## config.mk

```make
export PLATFORM = sky130hd
export DESIGN_NAME = alu_exu
export DESIGN_NICKNAME = d
export VERILOG_FILES = /design/src/alu_pkg.sv /design/src/alu_dispatch.sv /design/src/alu_dpath.sv /design/src/alu_commit.sv /design/src/alu_exu.sv
export VERILOG_INCLUDE_DIRS = /design/src
export SDC_FILE = /design/constraint.sdc
export NUM_CORES = 1
export LEC_CHECK = 0
export BUFFER_PORTS_ARGS = -buffer_cell sky130_fd_sc_hd__clkbuf_2
export CAP_MARGIN = 30
export CORE_UTILIZATION = 25
export CTS_CLUSTER_SIZE = 30
export DETAILED_ROUTE_END_ITERATION = 16
export PLACE_DENSITY = 0.43
export SLEW_MARGIN = 20
export SYNTH_ARGS = -nofsm -noshare
export SYNTH_HDL_FRONTEND = slang
export SYNTH_SLANG_ARGS = --single-unit
```

## constraint.sdc

```tcl
create_clock -name clk -period 7 [get_ports clk]
set_clock_uncertainty 0.15 [all_clocks]
set_input_delay 1.4 -clock clk [delete_from_list [all_inputs] [get_ports clk]]
set_output_delay 1.4 -clock clk [all_outputs]
set_load 0.005 [all_outputs]
```

## src/alu_settings.svh

```systemverilog
`ifndef ALU_SETTINGS_SVH
`define ALU_SETTINGS_SVH

//////////////////////////////
// Datapath widths
//////////////////////////////

`define ALU_XLEN      32  // Register and operand width
`define ALU_RFIDX_W   5   // Register file index
`define ALU_PC_W      32  // Program counter width

// Shift amount comes from the low bits of op2
`define ALU_SHAMT_W   5

//////////////////////////////
// Link address
//////////////////////////////

// Return address for jal and jalr without compressed support
`define ALU_LINK_OFS  4

`endif

```

## src/alu_pkg.sv

```systemverilog
`include "alu_settings.svh"

package alu_pkg;

  //////////////////////////////
  // Decode enums
  //////////////////////////////

  typedef enum logic {
    GRP_ALU,
    GRP_BJP
  } exu_grp_e;

  typedef enum logic [3:0] {
    ALU_ADD, ALU_SUB, ALU_XOR, ALU_OR, ALU_AND,
    ALU_SLL, ALU_SRL, ALU_SRA, ALU_SLT, ALU_SLTU,
    ALU_LUI, ALU_ECALL, ALU_EBREAK, ALU_WFI
  } alu_op_e;

  typedef enum logic [2:0] {
    BJP_BEQ, BJP_BNE, BJP_BLT, BJP_BGE,
    BJP_BLTU, BJP_BGEU, BJP_JAL, BJP_JALR
  } bjp_op_e;

  //////////////////////////////
  // Stage payloads
  //////////////////////////////

  // Decoded instruction from the issue side
  typedef struct packed {
    exu_grp_e                grp;
    alu_op_e                 alu_op;
    bjp_op_e                 bjp_op;
    logic [`ALU_XLEN-1:0]    rs1;
    logic [`ALU_XLEN-1:0]    rs2;
    logic [`ALU_XLEN-1:0]    imm;
    logic                    use_imm;   // op2 from imm instead of rs2
    logic [`ALU_PC_W-1:0]    pc;
    logic [`ALU_RFIDX_W-1:0] rdidx;
    logic                    rdwen;
    logic                    bjp_prdt;  // Predicted taken
    logic                    ilegl;
    logic                    buserr;
    logic                    misalgn;
    logic                    rv32;
  } issue_t;

  // Fields that ride along to commit
  typedef struct packed {
    exu_grp_e                grp;
    logic [`ALU_PC_W-1:0]    pc;
    logic [`ALU_XLEN-1:0]    imm;
    logic [`ALU_XLEN-1:0]    link;
    logic [`ALU_RFIDX_W-1:0] rdidx;
    logic                    rdwen;
    logic                    prdt;
    logic                    ilegl;
    logic                    buserr;
    logic                    misalgn;
    logic                    ecall;
    logic                    ebreak;
    logic                    wfi;
    logic                    rv32;
  } ctrl_t;

  typedef struct packed {
    alu_op_e              op;
    logic                 cmp;      // Branch compare request
    bjp_op_e              bjp_op;
    logic [`ALU_XLEN-1:0] op1;
    logic [`ALU_XLEN-1:0] op2;
    ctrl_t                ctrl;
  } dp_req_t;

  typedef struct packed {
    ctrl_t                ctrl;
    logic [`ALU_XLEN-1:0] result;
    logic                 cmp_res;
  } res_t;

  typedef struct packed {
    logic [`ALU_PC_W-1:0] pc;
    logic [`ALU_XLEN-1:0] imm;
    logic                 rv32;
    logic                 bjp;
    logic                 bjp_prdt;
    logic                 bjp_rslv;
    logic                 ecall;
    logic                 ebreak;
    logic                 wfi;
    logic                 ifu_ilegl;
    logic                 ifu_buserr;
    logic                 ifu_misalgn;
  } cmt_t;

  typedef struct packed {
    logic [`ALU_XLEN-1:0]    wdat;
    logic [`ALU_RFIDX_W-1:0] rdidx;
  } wbck_t;

endpackage

```

## src/alu_dispatch.sv

```systemverilog
`timescale 1ns/1ps
`include "alu_settings.svh"

module alu_dispatch
  import alu_pkg::*;
(
  input  logic    clk,
  input  logic    i_rst_n,
  input  logic    i_valid,
  input  issue_t  i_issue,
  input  logic    i_ready,
  output logic    o_ready,
  output logic    o_valid,
  output dp_req_t o_req
);

  logic    excp;
  logic    is_jump;
  dp_req_t req_nxt;
  logic    vld_r;
  dp_req_t req_r;

  //////////////////////////////
  // Operand select
  //////////////////////////////

  assign excp    = i_issue.ilegl | i_issue.buserr | i_issue.misalgn;
  assign is_jump = (i_issue.bjp_op == BJP_JAL) | (i_issue.bjp_op == BJP_JALR);

  always_comb begin
    // Exception items fall through as add of zeros
    req_nxt.op     = ALU_ADD;
    req_nxt.cmp    = 1'b0;
    req_nxt.bjp_op = i_issue.bjp_op;
    req_nxt.op1    = '0;
    req_nxt.op2    = '0;

    if (!excp) begin
      if (i_issue.grp == GRP_ALU) begin
        req_nxt.op  = i_issue.alu_op;
        req_nxt.op1 = i_issue.rs1;
        req_nxt.op2 = i_issue.use_imm ? i_issue.imm : i_issue.rs2;
      end else begin
        // Branches compare rs1 against rs2 through the adder
        req_nxt.op  = is_jump ? ALU_ADD : ALU_SUB;
        req_nxt.cmp = ~is_jump;
        req_nxt.op1 = i_issue.rs1;
        req_nxt.op2 = i_issue.rs2;
      end
    end

    // Sidecar for commit
    req_nxt.ctrl.grp     = i_issue.grp;
    req_nxt.ctrl.pc      = i_issue.pc;
    req_nxt.ctrl.imm     = i_issue.imm;
    req_nxt.ctrl.link    = i_issue.pc + `ALU_PC_W'(`ALU_LINK_OFS);
    req_nxt.ctrl.rdidx   = i_issue.rdidx;
    req_nxt.ctrl.rdwen   = i_issue.rdwen;
    req_nxt.ctrl.prdt    = i_issue.bjp_prdt;
    req_nxt.ctrl.ilegl   = i_issue.ilegl;
    req_nxt.ctrl.buserr  = i_issue.buserr;
    req_nxt.ctrl.misalgn = i_issue.misalgn;
    req_nxt.ctrl.ecall   = (i_issue.alu_op == ALU_ECALL);
    req_nxt.ctrl.ebreak  = (i_issue.alu_op == ALU_EBREAK);
    req_nxt.ctrl.wfi     = (i_issue.alu_op == ALU_WFI);
    req_nxt.ctrl.rv32    = i_issue.rv32;
  end

  //////////////////////////////
  // Stage register
  //////////////////////////////

  // Free slot, or the datapath drains it this cycle
  assign o_ready = ~vld_r | i_ready;

  always_ff @(posedge clk or negedge i_rst_n) begin
    if (!i_rst_n) begin
      vld_r <= 1'b0;
    end else if (o_ready) begin
      vld_r <= i_valid;
    end
  end

  always_ff @(posedge clk) begin
    if (i_valid & o_ready) begin
      req_r <= req_nxt;
    end
  end

  assign o_valid = vld_r;
  assign o_req   = req_r;

endmodule

```

## src/alu_dpath.sv

```systemverilog
`timescale 1ns/1ps
`include "alu_settings.svh"

module alu_dpath
  import alu_pkg::*;
(
  input  logic    clk,
  input  logic    i_rst_n,
  input  logic    i_valid,
  input  dp_req_t i_req,
  input  logic    i_ready,
  output logic    o_ready,
  output logic    o_valid,
  output res_t    o_res
);

  logic                    op_unsigned;
  logic                    op_sub;
  logic [`ALU_XLEN:0]      add_op1;
  logic [`ALU_XLEN:0]      add_op2;
  logic [`ALU_XLEN:0]      add_res;
  logic                    cmp_eq;
  logic                    cmp_lt;
  logic [`ALU_SHAMT_W-1:0] shamt;
  logic [`ALU_XLEN-1:0]    shf_rev;
  logic [`ALU_XLEN-1:0]    shf_in;
  logic [`ALU_XLEN-1:0]    shf_res;
  logic [`ALU_XLEN-1:0]    sll_res;
  logic [`ALU_XLEN-1:0]    sra_mask;
  logic [`ALU_XLEN-1:0]    sra_res;
  res_t                    res_nxt;
  logic                    vld_r;
  res_t                    res_r;

  //////////////////////////////
  // Shared adder
  //////////////////////////////

  assign op_unsigned = (i_req.op == ALU_SLTU)
                     | (i_req.cmp & ((i_req.bjp_op == BJP_BLTU) | (i_req.bjp_op == BJP_BGEU)));
  assign op_sub = i_req.cmp | (i_req.op == ALU_SUB)
                | (i_req.op == ALU_SLT) | (i_req.op == ALU_SLTU);

  // One extra bit so signed and unsigned compares both use the top bit
  assign add_op1 = {~op_unsigned & i_req.op1[`ALU_XLEN-1], i_req.op1};
  assign add_op2 = {~op_unsigned & i_req.op2[`ALU_XLEN-1], i_req.op2};
  assign add_res = add_op1 + (op_sub ? ~add_op2 : add_op2) + (`ALU_XLEN+1)'(op_sub);

  assign cmp_eq = (add_res[`ALU_XLEN-1:0] == '0);
  assign cmp_lt = add_res[`ALU_XLEN];  // Sign of the difference

  //////////////////////////////
  // Shifter
  //////////////////////////////

  assign shamt = i_req.op2[`ALU_SHAMT_W-1:0];

  // Left shift is a right shift on the reversed operand
  always_comb begin
    for (int i = 0; i < `ALU_XLEN; i++) begin
      shf_rev[i] = i_req.op1[`ALU_XLEN-1-i];
    end
    shf_in  = (i_req.op == ALU_SLL) ? shf_rev : i_req.op1;
    shf_res = shf_in >> shamt;
    for (int i = 0; i < `ALU_XLEN; i++) begin
      sll_res[i] = shf_res[`ALU_XLEN-1-i];
    end
  end

  assign sra_mask = ~({`ALU_XLEN{1'b1}} >> shamt);  // Vacated upper bits
  assign sra_res  = shf_res | (sra_mask & {`ALU_XLEN{i_req.op1[`ALU_XLEN-1]}});

  //////////////////////////////
  // Result select
  //////////////////////////////

  always_comb begin
    res_nxt.ctrl    = i_req.ctrl;
    res_nxt.cmp_res = 1'b0;
    if (i_req.ctrl.grp == GRP_BJP) begin
      res_nxt.result = i_req.ctrl.link;  // Link data for jal and jalr
      if (i_req.cmp) begin
        case (i_req.bjp_op)
          BJP_BEQ:  res_nxt.cmp_res = cmp_eq;
          BJP_BNE:  res_nxt.cmp_res = ~cmp_eq;
          BJP_BLT,
          BJP_BLTU: res_nxt.cmp_res = cmp_lt;
          BJP_BGE,
          BJP_BGEU: res_nxt.cmp_res = ~cmp_lt;
          default:  res_nxt.cmp_res = 1'b1;
        endcase
      end else begin
        res_nxt.cmp_res = 1'b1;  // Jumps always taken
      end
    end else begin
      case (i_req.op)
        ALU_ADD,
        ALU_SUB:  res_nxt.result = add_res[`ALU_XLEN-1:0];
        ALU_XOR:  res_nxt.result = i_req.op1 ^ i_req.op2;
        ALU_OR:   res_nxt.result = i_req.op1 | i_req.op2;
        ALU_AND:  res_nxt.result = i_req.op1 & i_req.op2;
        ALU_SLL:  res_nxt.result = sll_res;
        ALU_SRL:  res_nxt.result = shf_res;
        ALU_SRA:  res_nxt.result = sra_res;
        ALU_SLT,
        ALU_SLTU: res_nxt.result = `ALU_XLEN'(cmp_lt);
        ALU_LUI:  res_nxt.result = i_req.op2;
        default:  res_nxt.result = '0;  // ecall, ebreak, wfi
      endcase
    end
  end

  //////////////////////////////
  // Stage register
  //////////////////////////////

  assign o_ready = ~vld_r | i_ready;

  always_ff @(posedge clk or negedge i_rst_n) begin
    if (!i_rst_n) begin
      vld_r <= 1'b0;
    end else if (o_ready) begin
      vld_r <= i_valid;
    end
  end

  always_ff @(posedge clk) begin
    if (i_valid & o_ready) begin
      res_r <= res_nxt;
    end
  end

  assign o_valid = vld_r;
  assign o_res   = res_r;

endmodule

```

## src/alu_commit.sv

```systemverilog
`timescale 1ns/1ps
`include "alu_settings.svh"

module alu_commit
  import alu_pkg::*;
(
  input  logic  clk,
  input  logic  i_rst_n,
  input  logic  i_valid,
  input  res_t  i_res,
  input  logic  i_cmt_ready,
  input  logic  i_wbck_ready,
  output logic  o_ready,
  output logic  o_cmt_valid,
  output cmt_t  o_cmt,
  output logic  o_wbck_valid,
  output wbck_t o_wbck
);

  logic vld_r;
  res_t res_r;
  logic err;
  logic is_bjp;
  logic is_alu;
  logic need_wbck;
  logic leave;

  //////////////////////////////
  // Item register
  //////////////////////////////

  always_ff @(posedge clk or negedge i_rst_n) begin
    if (!i_rst_n) begin
      vld_r <= 1'b0;
    end else if (o_ready) begin
      vld_r <= i_valid;
    end
  end

  always_ff @(posedge clk) begin
    if (i_valid & o_ready) begin
      res_r <= i_res;
    end
  end

  //////////////////////////////
  // Interlocked handshake
  //////////////////////////////

  assign err       = res_r.ctrl.ilegl | res_r.ctrl.buserr | res_r.ctrl.misalgn;
  assign need_wbck = res_r.ctrl.rdwen & ~err;

  // Commit waits for write-back ready and vice versa
  assign o_cmt_valid  = vld_r & (~need_wbck | i_wbck_ready);
  assign o_wbck_valid = vld_r & need_wbck & i_cmt_ready;

  assign leave   = vld_r & i_cmt_ready & (~need_wbck | i_wbck_ready);
  assign o_ready = ~vld_r | leave;

  // Group flags only count for clean items
  assign is_bjp = ~err & (res_r.ctrl.grp == GRP_BJP);
  assign is_alu = ~err & (res_r.ctrl.grp == GRP_ALU);

  assign o_cmt.pc          = res_r.ctrl.pc;
  assign o_cmt.imm         = res_r.ctrl.imm;
  assign o_cmt.rv32        = res_r.ctrl.rv32;
  assign o_cmt.bjp         = is_bjp;
  assign o_cmt.bjp_prdt    = is_bjp & res_r.ctrl.prdt;
  assign o_cmt.bjp_rslv    = is_bjp & res_r.cmp_res;  // Resolved taken
  assign o_cmt.ecall       = is_alu & res_r.ctrl.ecall;
  assign o_cmt.ebreak      = is_alu & res_r.ctrl.ebreak;
  assign o_cmt.wfi         = is_alu & res_r.ctrl.wfi;
  assign o_cmt.ifu_ilegl   = res_r.ctrl.ilegl;
  assign o_cmt.ifu_buserr  = res_r.ctrl.buserr;
  assign o_cmt.ifu_misalgn = res_r.ctrl.misalgn;

  assign o_wbck.wdat  = err ? '0 : res_r.result;
  assign o_wbck.rdidx = res_r.ctrl.rdidx;

endmodule

```

## src/alu_exu.sv

```systemverilog
`timescale 1ns/1ps
`include "alu_settings.svh"

module alu_exu
  import alu_pkg::*;
(
  input  logic   clk,
  input  logic   i_rst_n,
  // Issue side
  input  logic   i_valid,
  output logic   o_ready,
  input  issue_t i_issue,
  // Commit side
  output logic   o_cmt_valid,
  input  logic   i_cmt_ready,
  output cmt_t   o_cmt,
  // Write-back side
  output logic   o_wbck_valid,
  input  logic   i_wbck_ready,
  output wbck_t  o_wbck
);

  //////////////////////////////
  // Stage links
  //////////////////////////////

  logic    s1_valid;
  logic    s1_ready;
  dp_req_t s1_req;
  logic    s2_valid;
  logic    s2_ready;
  res_t    s2_res;

  alu_dispatch u_dispatch (
    .clk     (clk),
    .i_rst_n (i_rst_n),
    .i_valid (i_valid),
    .i_issue (i_issue),
    .i_ready (s1_ready),
    .o_ready (o_ready),
    .o_valid (s1_valid),
    .o_req   (s1_req)
  );

  alu_dpath u_dpath (
    .clk     (clk),
    .i_rst_n (i_rst_n),
    .i_valid (s1_valid),
    .i_req   (s1_req),
    .i_ready (s2_ready),
    .o_ready (s1_ready),
    .o_valid (s2_valid),
    .o_res   (s2_res)
  );

  alu_commit u_commit (
    .clk          (clk),
    .i_rst_n      (i_rst_n),
    .i_valid      (s2_valid),
    .i_res        (s2_res),
    .i_cmt_ready  (i_cmt_ready),
    .i_wbck_ready (i_wbck_ready),
    .o_ready      (s2_ready),
    .o_cmt_valid  (o_cmt_valid),
    .o_cmt        (o_cmt),
    .o_wbck_valid (o_wbck_valid),
    .o_wbck       (o_wbck)
  );

endmodule

```

---- After elaboration in Yosys (flattened, before gate mapping) ----
Index checks and enable logic that the tools add are counted.
operators by class
  add/sub/neg operators ................... 3
  equality and inequality tests ........... 20
  shifts and indexed selects .............. 2
  multiplexer cells ....................... 11
  bitwise gates (word level) .............. 51
  reduce and logical (&&, ||, !) cells .... 8
operators by type and width
  kind                                                count
  one-hot mux 32 bit (9 select lines)                 1
  2-to-1 mux 32 bit                                   5
  bitwise AND 32 bit                                  2
  OR 32 bit                                           2
  adder 33 x 1 -> 33 bit                              1
  adder 33 bit                                        1
  2-to-1 mux 33 bit                                   1
  NOT 33 bit                                          1
  adder 32 x 3 -> 32 bit, second input constant       1
  logical NOT 32 bit                                  1
  NOT 32 bit                                          1
  right shift 32 x 5 -> 32 bit                        1
  right shift 32 x 5 -> 32 bit, first input constant  1
  bitwise XOR 32 bit                                  1
  == test 4 bit, second input constant                6
  bitwise AND 1 bit                                   19
  == test 4 x 3 -> 1 bit, second input constant       4
  OR 1 bit                                            14
  == test 3 bit, second input constant                4
  NOT 1 bit                                           11
  OR reduction 2 bit                                  5
  == test 4 x 2 -> 1 bit, second input constant       2
  == test 3 x 2 -> 1 bit, second input constant       2
  == test 4 x 1 -> 1 bit, second input constant       1
  6 further kinds                                     7
storage, ports and cells
  register bits after elaboration ......... 410
  output and inout bits ................... 114

---- Logic depth before layout (Yosys ltp) ----
  depth after elaboration ................. 14
  gate-level depth with buffers ........... 18

---- Hierarchy ----
From an unflattened synthesis, not the netlist that was laid out.
unflattened totals
  cell total of the unflattened synthesis .. 1911
  area, all modules ....................... 23130.9 µm²
modules (own cells, without submodules)
  module        times used  cells each  area an instance (µm²)  seq. area each (µm²)
  alu_dpath     1           1241        11952.7                 4349.2
  alu_dispatch  1           430         6854.1                  5460.2
  alu_commit    1           240         4324.1                  3388.2

---- Least setup slack after synthesis ----
No wires, ideal clock.
  path kind ............................... input to register
  start ................................... input port i_wbck_ready
  end ..................................... register u_dispatch.req_r, in the netlist u_dispatch.o_req[0] (enable)
  arrival ................................. 5847 ps
  required time ........................... 6286 ps
  slack ................................... 439 ps
  stages on the path ...................... 3
  path buffers ............................ 0
  cell sequence ........................... o21ai_0 nand4_1 and2_1
between the ends
  word-level cells in the longest chain between the ends .. 6
RTL lines
  element               line                source
  from (decl)           alu_exu.sv:19       input logic i_wbck_ready,
  OR 1 bit              alu_commit.sv:57    assign leave = vld_r & i_cmt_ready & (~need_wbck | i_wbck_ready);
  bitwise AND 1 bit     alu_commit.sv:57
  OR 1 bit              alu_commit.sv:58    assign o_ready = ~vld_r | leave;
  OR 1 bit              alu_dpath.sv:117    assign o_ready = ~vld_r | i_ready;
  OR 1 bit              alu_dispatch.sv:74  assign o_ready = ~vld_r | i_ready;
  net o_ready           alu_exu.sv:11       output logic o_ready,
  bitwise AND 1 bit     alu_dispatch.sv:85  if (i_valid & o_ready) begin
  to (signal assigned)  alu_dispatch.sv:86  req_r <= req_nxt;
  to (decl)             alu_dispatch.sv:21  dp_req_t req_r;
The timed path passes the listed nets, and every way through them passes these cells.
A chain may end at the register's enable or synchronous reset.

---- Final worst setup path ----
  start ................................... register u_dispatch.req_r, in the netlist u_dispatch.o_req[182]
  end ..................................... register u_dpath.res_r, in the netlist u_dpath.o_res[0] (data pin)
between the ends
  word-level cells in the longest chain between the ends .. 11
  elaborated cells on any way between the ends .. 19
  classes of those cells .................. 2 x add/sub; 3 x eq/ne; 3 x mux; 10 x bitwise; 1 x reduce/logical
RTL lines
  element                                                       line                                               source
  == test 4 x 1 -> 1 bit or == test 4 bit (tied branches)       alu_dpath.sv:41, alu_dpath.sv:39, alu_dpath.sv:42
  OR 1 bit, on equally long branches                            alu_dpath.sv:41, alu_dpath.sv:40
  OR 1 bit or NOT 1 bit (tied branches)                         alu_dpath.sv:42, alu_dpath.sv:45, alu_dpath.sv:46
  OR 1 bit or bitwise AND 1 bit (tied branches)                 alu_dpath.sv:42, alu_dpath.sv:46
  2-to-1 mux 33 bit or NOT 33 bit (tied branches)               alu_dpath.sv:47                                    assign add_res = add_op1 + (op_sub ? ~add_op2 : add_op2) + (`ALU_XLEN+1)'(op_sub);
  adder 33 bit or 2-to-1 mux 33 bit (tied branches)             alu_dpath.sv:47
  adder 33 x 1 -> 33 bit (*)                                    alu_dpath.sv:47
  logical NOT 32 bit or adder 33 x 1 -> 33 bit (tied branches)  alu_dpath.sv:49, alu_dpath.sv:47
  NOT 1 bit, on equally long branches                           alu_dpath.sv:85, alu_dpath.sv:89
  one-hot mux 1 bit (4 select lines) (*)                        alu_dpath.sv:83                                    case (i_req.bjp_op)
  2-to-1 mux 1 bit (*)                                          alu_dpath.sv:82                                    if (i_req.cmp) begin
  to (signal assigned)                                          alu_dpath.sv:129                                   res_r <= res_nxt;
  to (decl)                                                     alu_dpath.sv:33                                    res_t res_r;
Every way passes the cells marked *; elsewhere a longest branch is shown, timed or not.

==> reports/summary.txt <==
result of the run = completed
number of sinks handled by clock tree synthesis = 408
layout cells sized above 1 = 0.1986
Slew Limit Headroom = 0.3595
worst path required time = 7.16 ns
Met3 Routed Length = 4.089 mm
type of the tightest min-delay check = reg2reg
highest routed layer = met4
number of cells upsized or downsized after cts = 0
post-synthesis to final-layout area growth = 16.94%
mux cell area share after synthesis = 0.05196
Final Routed Wirelength = 80.23 mm
yosys synthesis warning count = 0
wire length of the first global-routing pass = 114.4 mm
overall routing resource usage = 0.1767
maximum number of pins on one net before global-route repair = 118
Synth Area in Compound Gates = 0.1333
total grt overflow = 0
adder-cell area share of the yosys netlist = 0.05733
total negative slack for setup checks = 0 ns
Top-Level Pins = 267
number of synthesized flops with an enable pin = 405
endpoint kind of the worst setup timing path = flop
final period utilization = 0.7731
parity-gate share of the synthesized area counting xor and xnor cells = 0.03198
Placer Congestion = 0.9426
Lkg Pwr = 0.009719 uW
full die area = 88840 sq um
number of max-cap violations = 0
Post-CTS Hold Buffers = 0
number of design rule violations left after detail routing = 0
starting density of the core = 0.2526
number of CTS-inserted buffers = 47
estimated wirelength of the detail-placed design = 60.93 mm
transition time at the pin with the least slew margin = 0.9520 ns
deepest clock path buffer count = 3
DR WL met2 = 40.93 mm
end-of-flow core utilization = 0.2954
number of nets still failing antenna checks after routing = 0
Iteration-0 DRC Markers = 1251
standard-cell rows = 108
post-synthesis share of cell area spent on and, or, nand and nor gates = 0.1101
mapped cell area = 21910 sq um
P per Cell Area = 277.4 nW/um^2
Wirelength per Cell = 24.79 um
Floorplan Core Area = 86750 sq um
final slew viol count = 0
post-layout net count = 2298
post-layout min period = 5.412 ns
maximum frequency from static timing analysis = 184.8 MHz
CTS HTree Levels = 2
synthesized netlist cell count = 1873
post-synthesis average cell area = 11.70 sq um
sequential element share of the synthesized area = 0.5584
clk root buf = clkbuf_16
largest family of logic cells by synthesized area = compound AO/OA/AOI/OAI gates
crit path kind = reg2reg
clock-pin transition on the worst setup and hold timing paths = 0.07 ns
routed metal-1 wirelength = 32.86 mm
number of unique standard cell types used by synthesis = 84
number of synthesized register bits = 408
number of antenna violations at the first check in global routing = 3
FFs w/ async S/R, synth = 0.007353
syn_nets = 2125
maximum fanout along the worst path = 17
commonest non-fill, non-tap cells in the layout = edfxtp_1 (405), clkbuf_2 (266), nand2_1 (181), a21oi_1 (148), ha_1 (98)
count of endpoints failing hold in the final timing report = 0
Vias per Instance = 4.915
CTS tree = built
number of global-route vias before repair = 15973
total iterations of the first detailed-routing run = 5
crit start category = flop
Peak VDD IR = 0.0001590 V
CP Data Arrival Time = 5.58 ns
Die X = 298.1 um
total via count in the routed design = 15905
most used flip-flop cell after synthesis = edfxtp_1
Port Buffers = 266
setup bufs post-CTS = 0
die boundary height = 298.1 um
leading cell type in the layout, fill and taps excluded = edfxtp_1
final-report setup violation count = 0
unrepaired setup endpoints after global routing = false
clock latency at the later pin of the worst-skew pair = 0.58 ns
-- synth_stat cells, types with 5 or more instances --
cell,n,share of area
nor4_1,5,0.0014
a221o_1,7,0.0032
a211oi_1,30,0.010
xor2_1,18,0.0072
and2_1,84,0.024
nor2b_1,6,0.0017
o211ai_1,11,0.0038
a31oi_1,11,0.0031
a2111oi_0,6,0.0024
nor3_1,27,0.0062
o21a_1,9,0.0031
inv_1,74,0.013
and3_1,20,0.0057
nand3_1,42,0.0096
a22oi_1,27,0.0093
clkbuf_1,80,0.014
o221ai_1,12,0.0048
a211o_1,5,0.0020
edfxtp_1,405,0.56
nand4_1,15,0.0043
buf_2,6,0.0014
o2111ai_1,5,0.0020
mux2i_1,89,0.041
nand2_1,181,0.031
or3_1,7,0.0020
a221oi_1,20,0.0080
buf_1,11,0.0019
xnor2_1,62,0.025
mux4_2,10,0.010
nor2_1,62,0.011
ha_1,98,0.056
buf_4,75,0.026
o21ai_0,90,0.021
a21o_1,10,0.0034
a21oi_1,148,0.034
a222oi_1,6,0.0027
o21ai_1,5,0.0011
-- cells by family after synthesis --
group                    count (synthesis)
XOR/XNOR                                80
AO/OA/AOI/OAI                          447
buffers and inverters                  251
AND/OR/NAND/NOR                        486
flip-flops                             408
adder cells (fa/ha/maj)                100
multiplexers                           101
-- state kept, by name, summed over array words and instances, names as in the netlist --
| name | flops |
|---|---|
| u_dispatch.o_req | 181 |
| u_commit.o_wbck | 5 |
| u_commit.vld_r | 1 |
| u_dispatch.o_valid | 1 |
| u_commit.o_cmt | 68 |
| u_dpath.o_res | 112 |
| u_dpath.o_valid | 1 |
| u_commit.res_r | 39 |
-- power by group --
| group | internal [uW] | switching [uW] |
|---|---|---|
| Sequential | 2990 | 140 |
| Clock | 1530 | 998 |
| Combinational | 476 | 968 |
-- metal layers --
metal / up-vias / global-route usage
met3: 102 / 0.02217
met5: - / 0
met2: 472 / 0.3137
met4: 0 / 0.05739
met1: 8053 / 0.2208
li1: 7278 / -
-- final timing paths --
kind	startpoint	endpoint	slack [ns]	cells after the start
min in group asynchronous	i_rst_n	u_dispatch.o_valid$_DFFE_PN0N_	0.47	1
hold / removal	u_dpath.o_res[25]$_DFFE_PP_	u_commit.res_r[25]$_DFFE_PP_	0.26	0
hold reg to reg	u_dpath.o_res[25]$_DFFE_PP_	u_commit.res_r[25]$_DFFE_PP_	0.26	0
setup / recovery	u_dispatch.o_req[182]$_SDFFCE_PP0P_	u_dpath.o_res[0]$_SDFFCE_PN0P_	1.59	16
setup reg to reg	u_dispatch.o_req[182]$_SDFFCE_PP0P_	u_dpath.o_res[0]$_SDFFCE_PN0P_	1.59	16
max in group asynchronous	i_rst_n	u_commit.vld_r$_DFFE_PN0P_	6.13	1
-- final cells by class --
type	count	area (sq um)
sequential	408	12240
fill	8988	61130
timing repair buffer	298	1592
inverter	77	289.0
tap	1155	1445
clock buffer	61	1269
antenna	1	2.502
clock inverter	22	297.8
multi-input combinational	1214	8492
-- stage by stage --
stage,area [sq um],setup slack (ns),instances,total power (uW),hold slack (ns)
floorplan,21910,0.4391,1873,4053,0.2503
global placement,24030,1.291,3150,4623,0.2506
detailed placement,24050,1.657,3152,4625,0.2545
CTS,25620,1.643,3235,7202,0.2536
global route,25620,1.184,3235,7425,0.2629
finish,25620,1.588,3236,7108,0.2559
-- critical path: stages (launching register included) --
cell	delay, ns
edfxtp_1	0.61
nor2_1	0.26
nor2_1	0.10
nor2_4	0.48
buf_4	0.39
xnor2_1	0.16
ha_1	0.33
a21oi_2	0.33
o21ai_1	0.12
a221oi_2	0.40
nand2_1	0.14
or3_1	0.35
a2111oi_1	0.44
nand4_1	0.17
o41ai_2	0.43
xnor2_1	0.17
a31oi_1	0.10
Note: power is estimated with default switching activity, not from simulation.
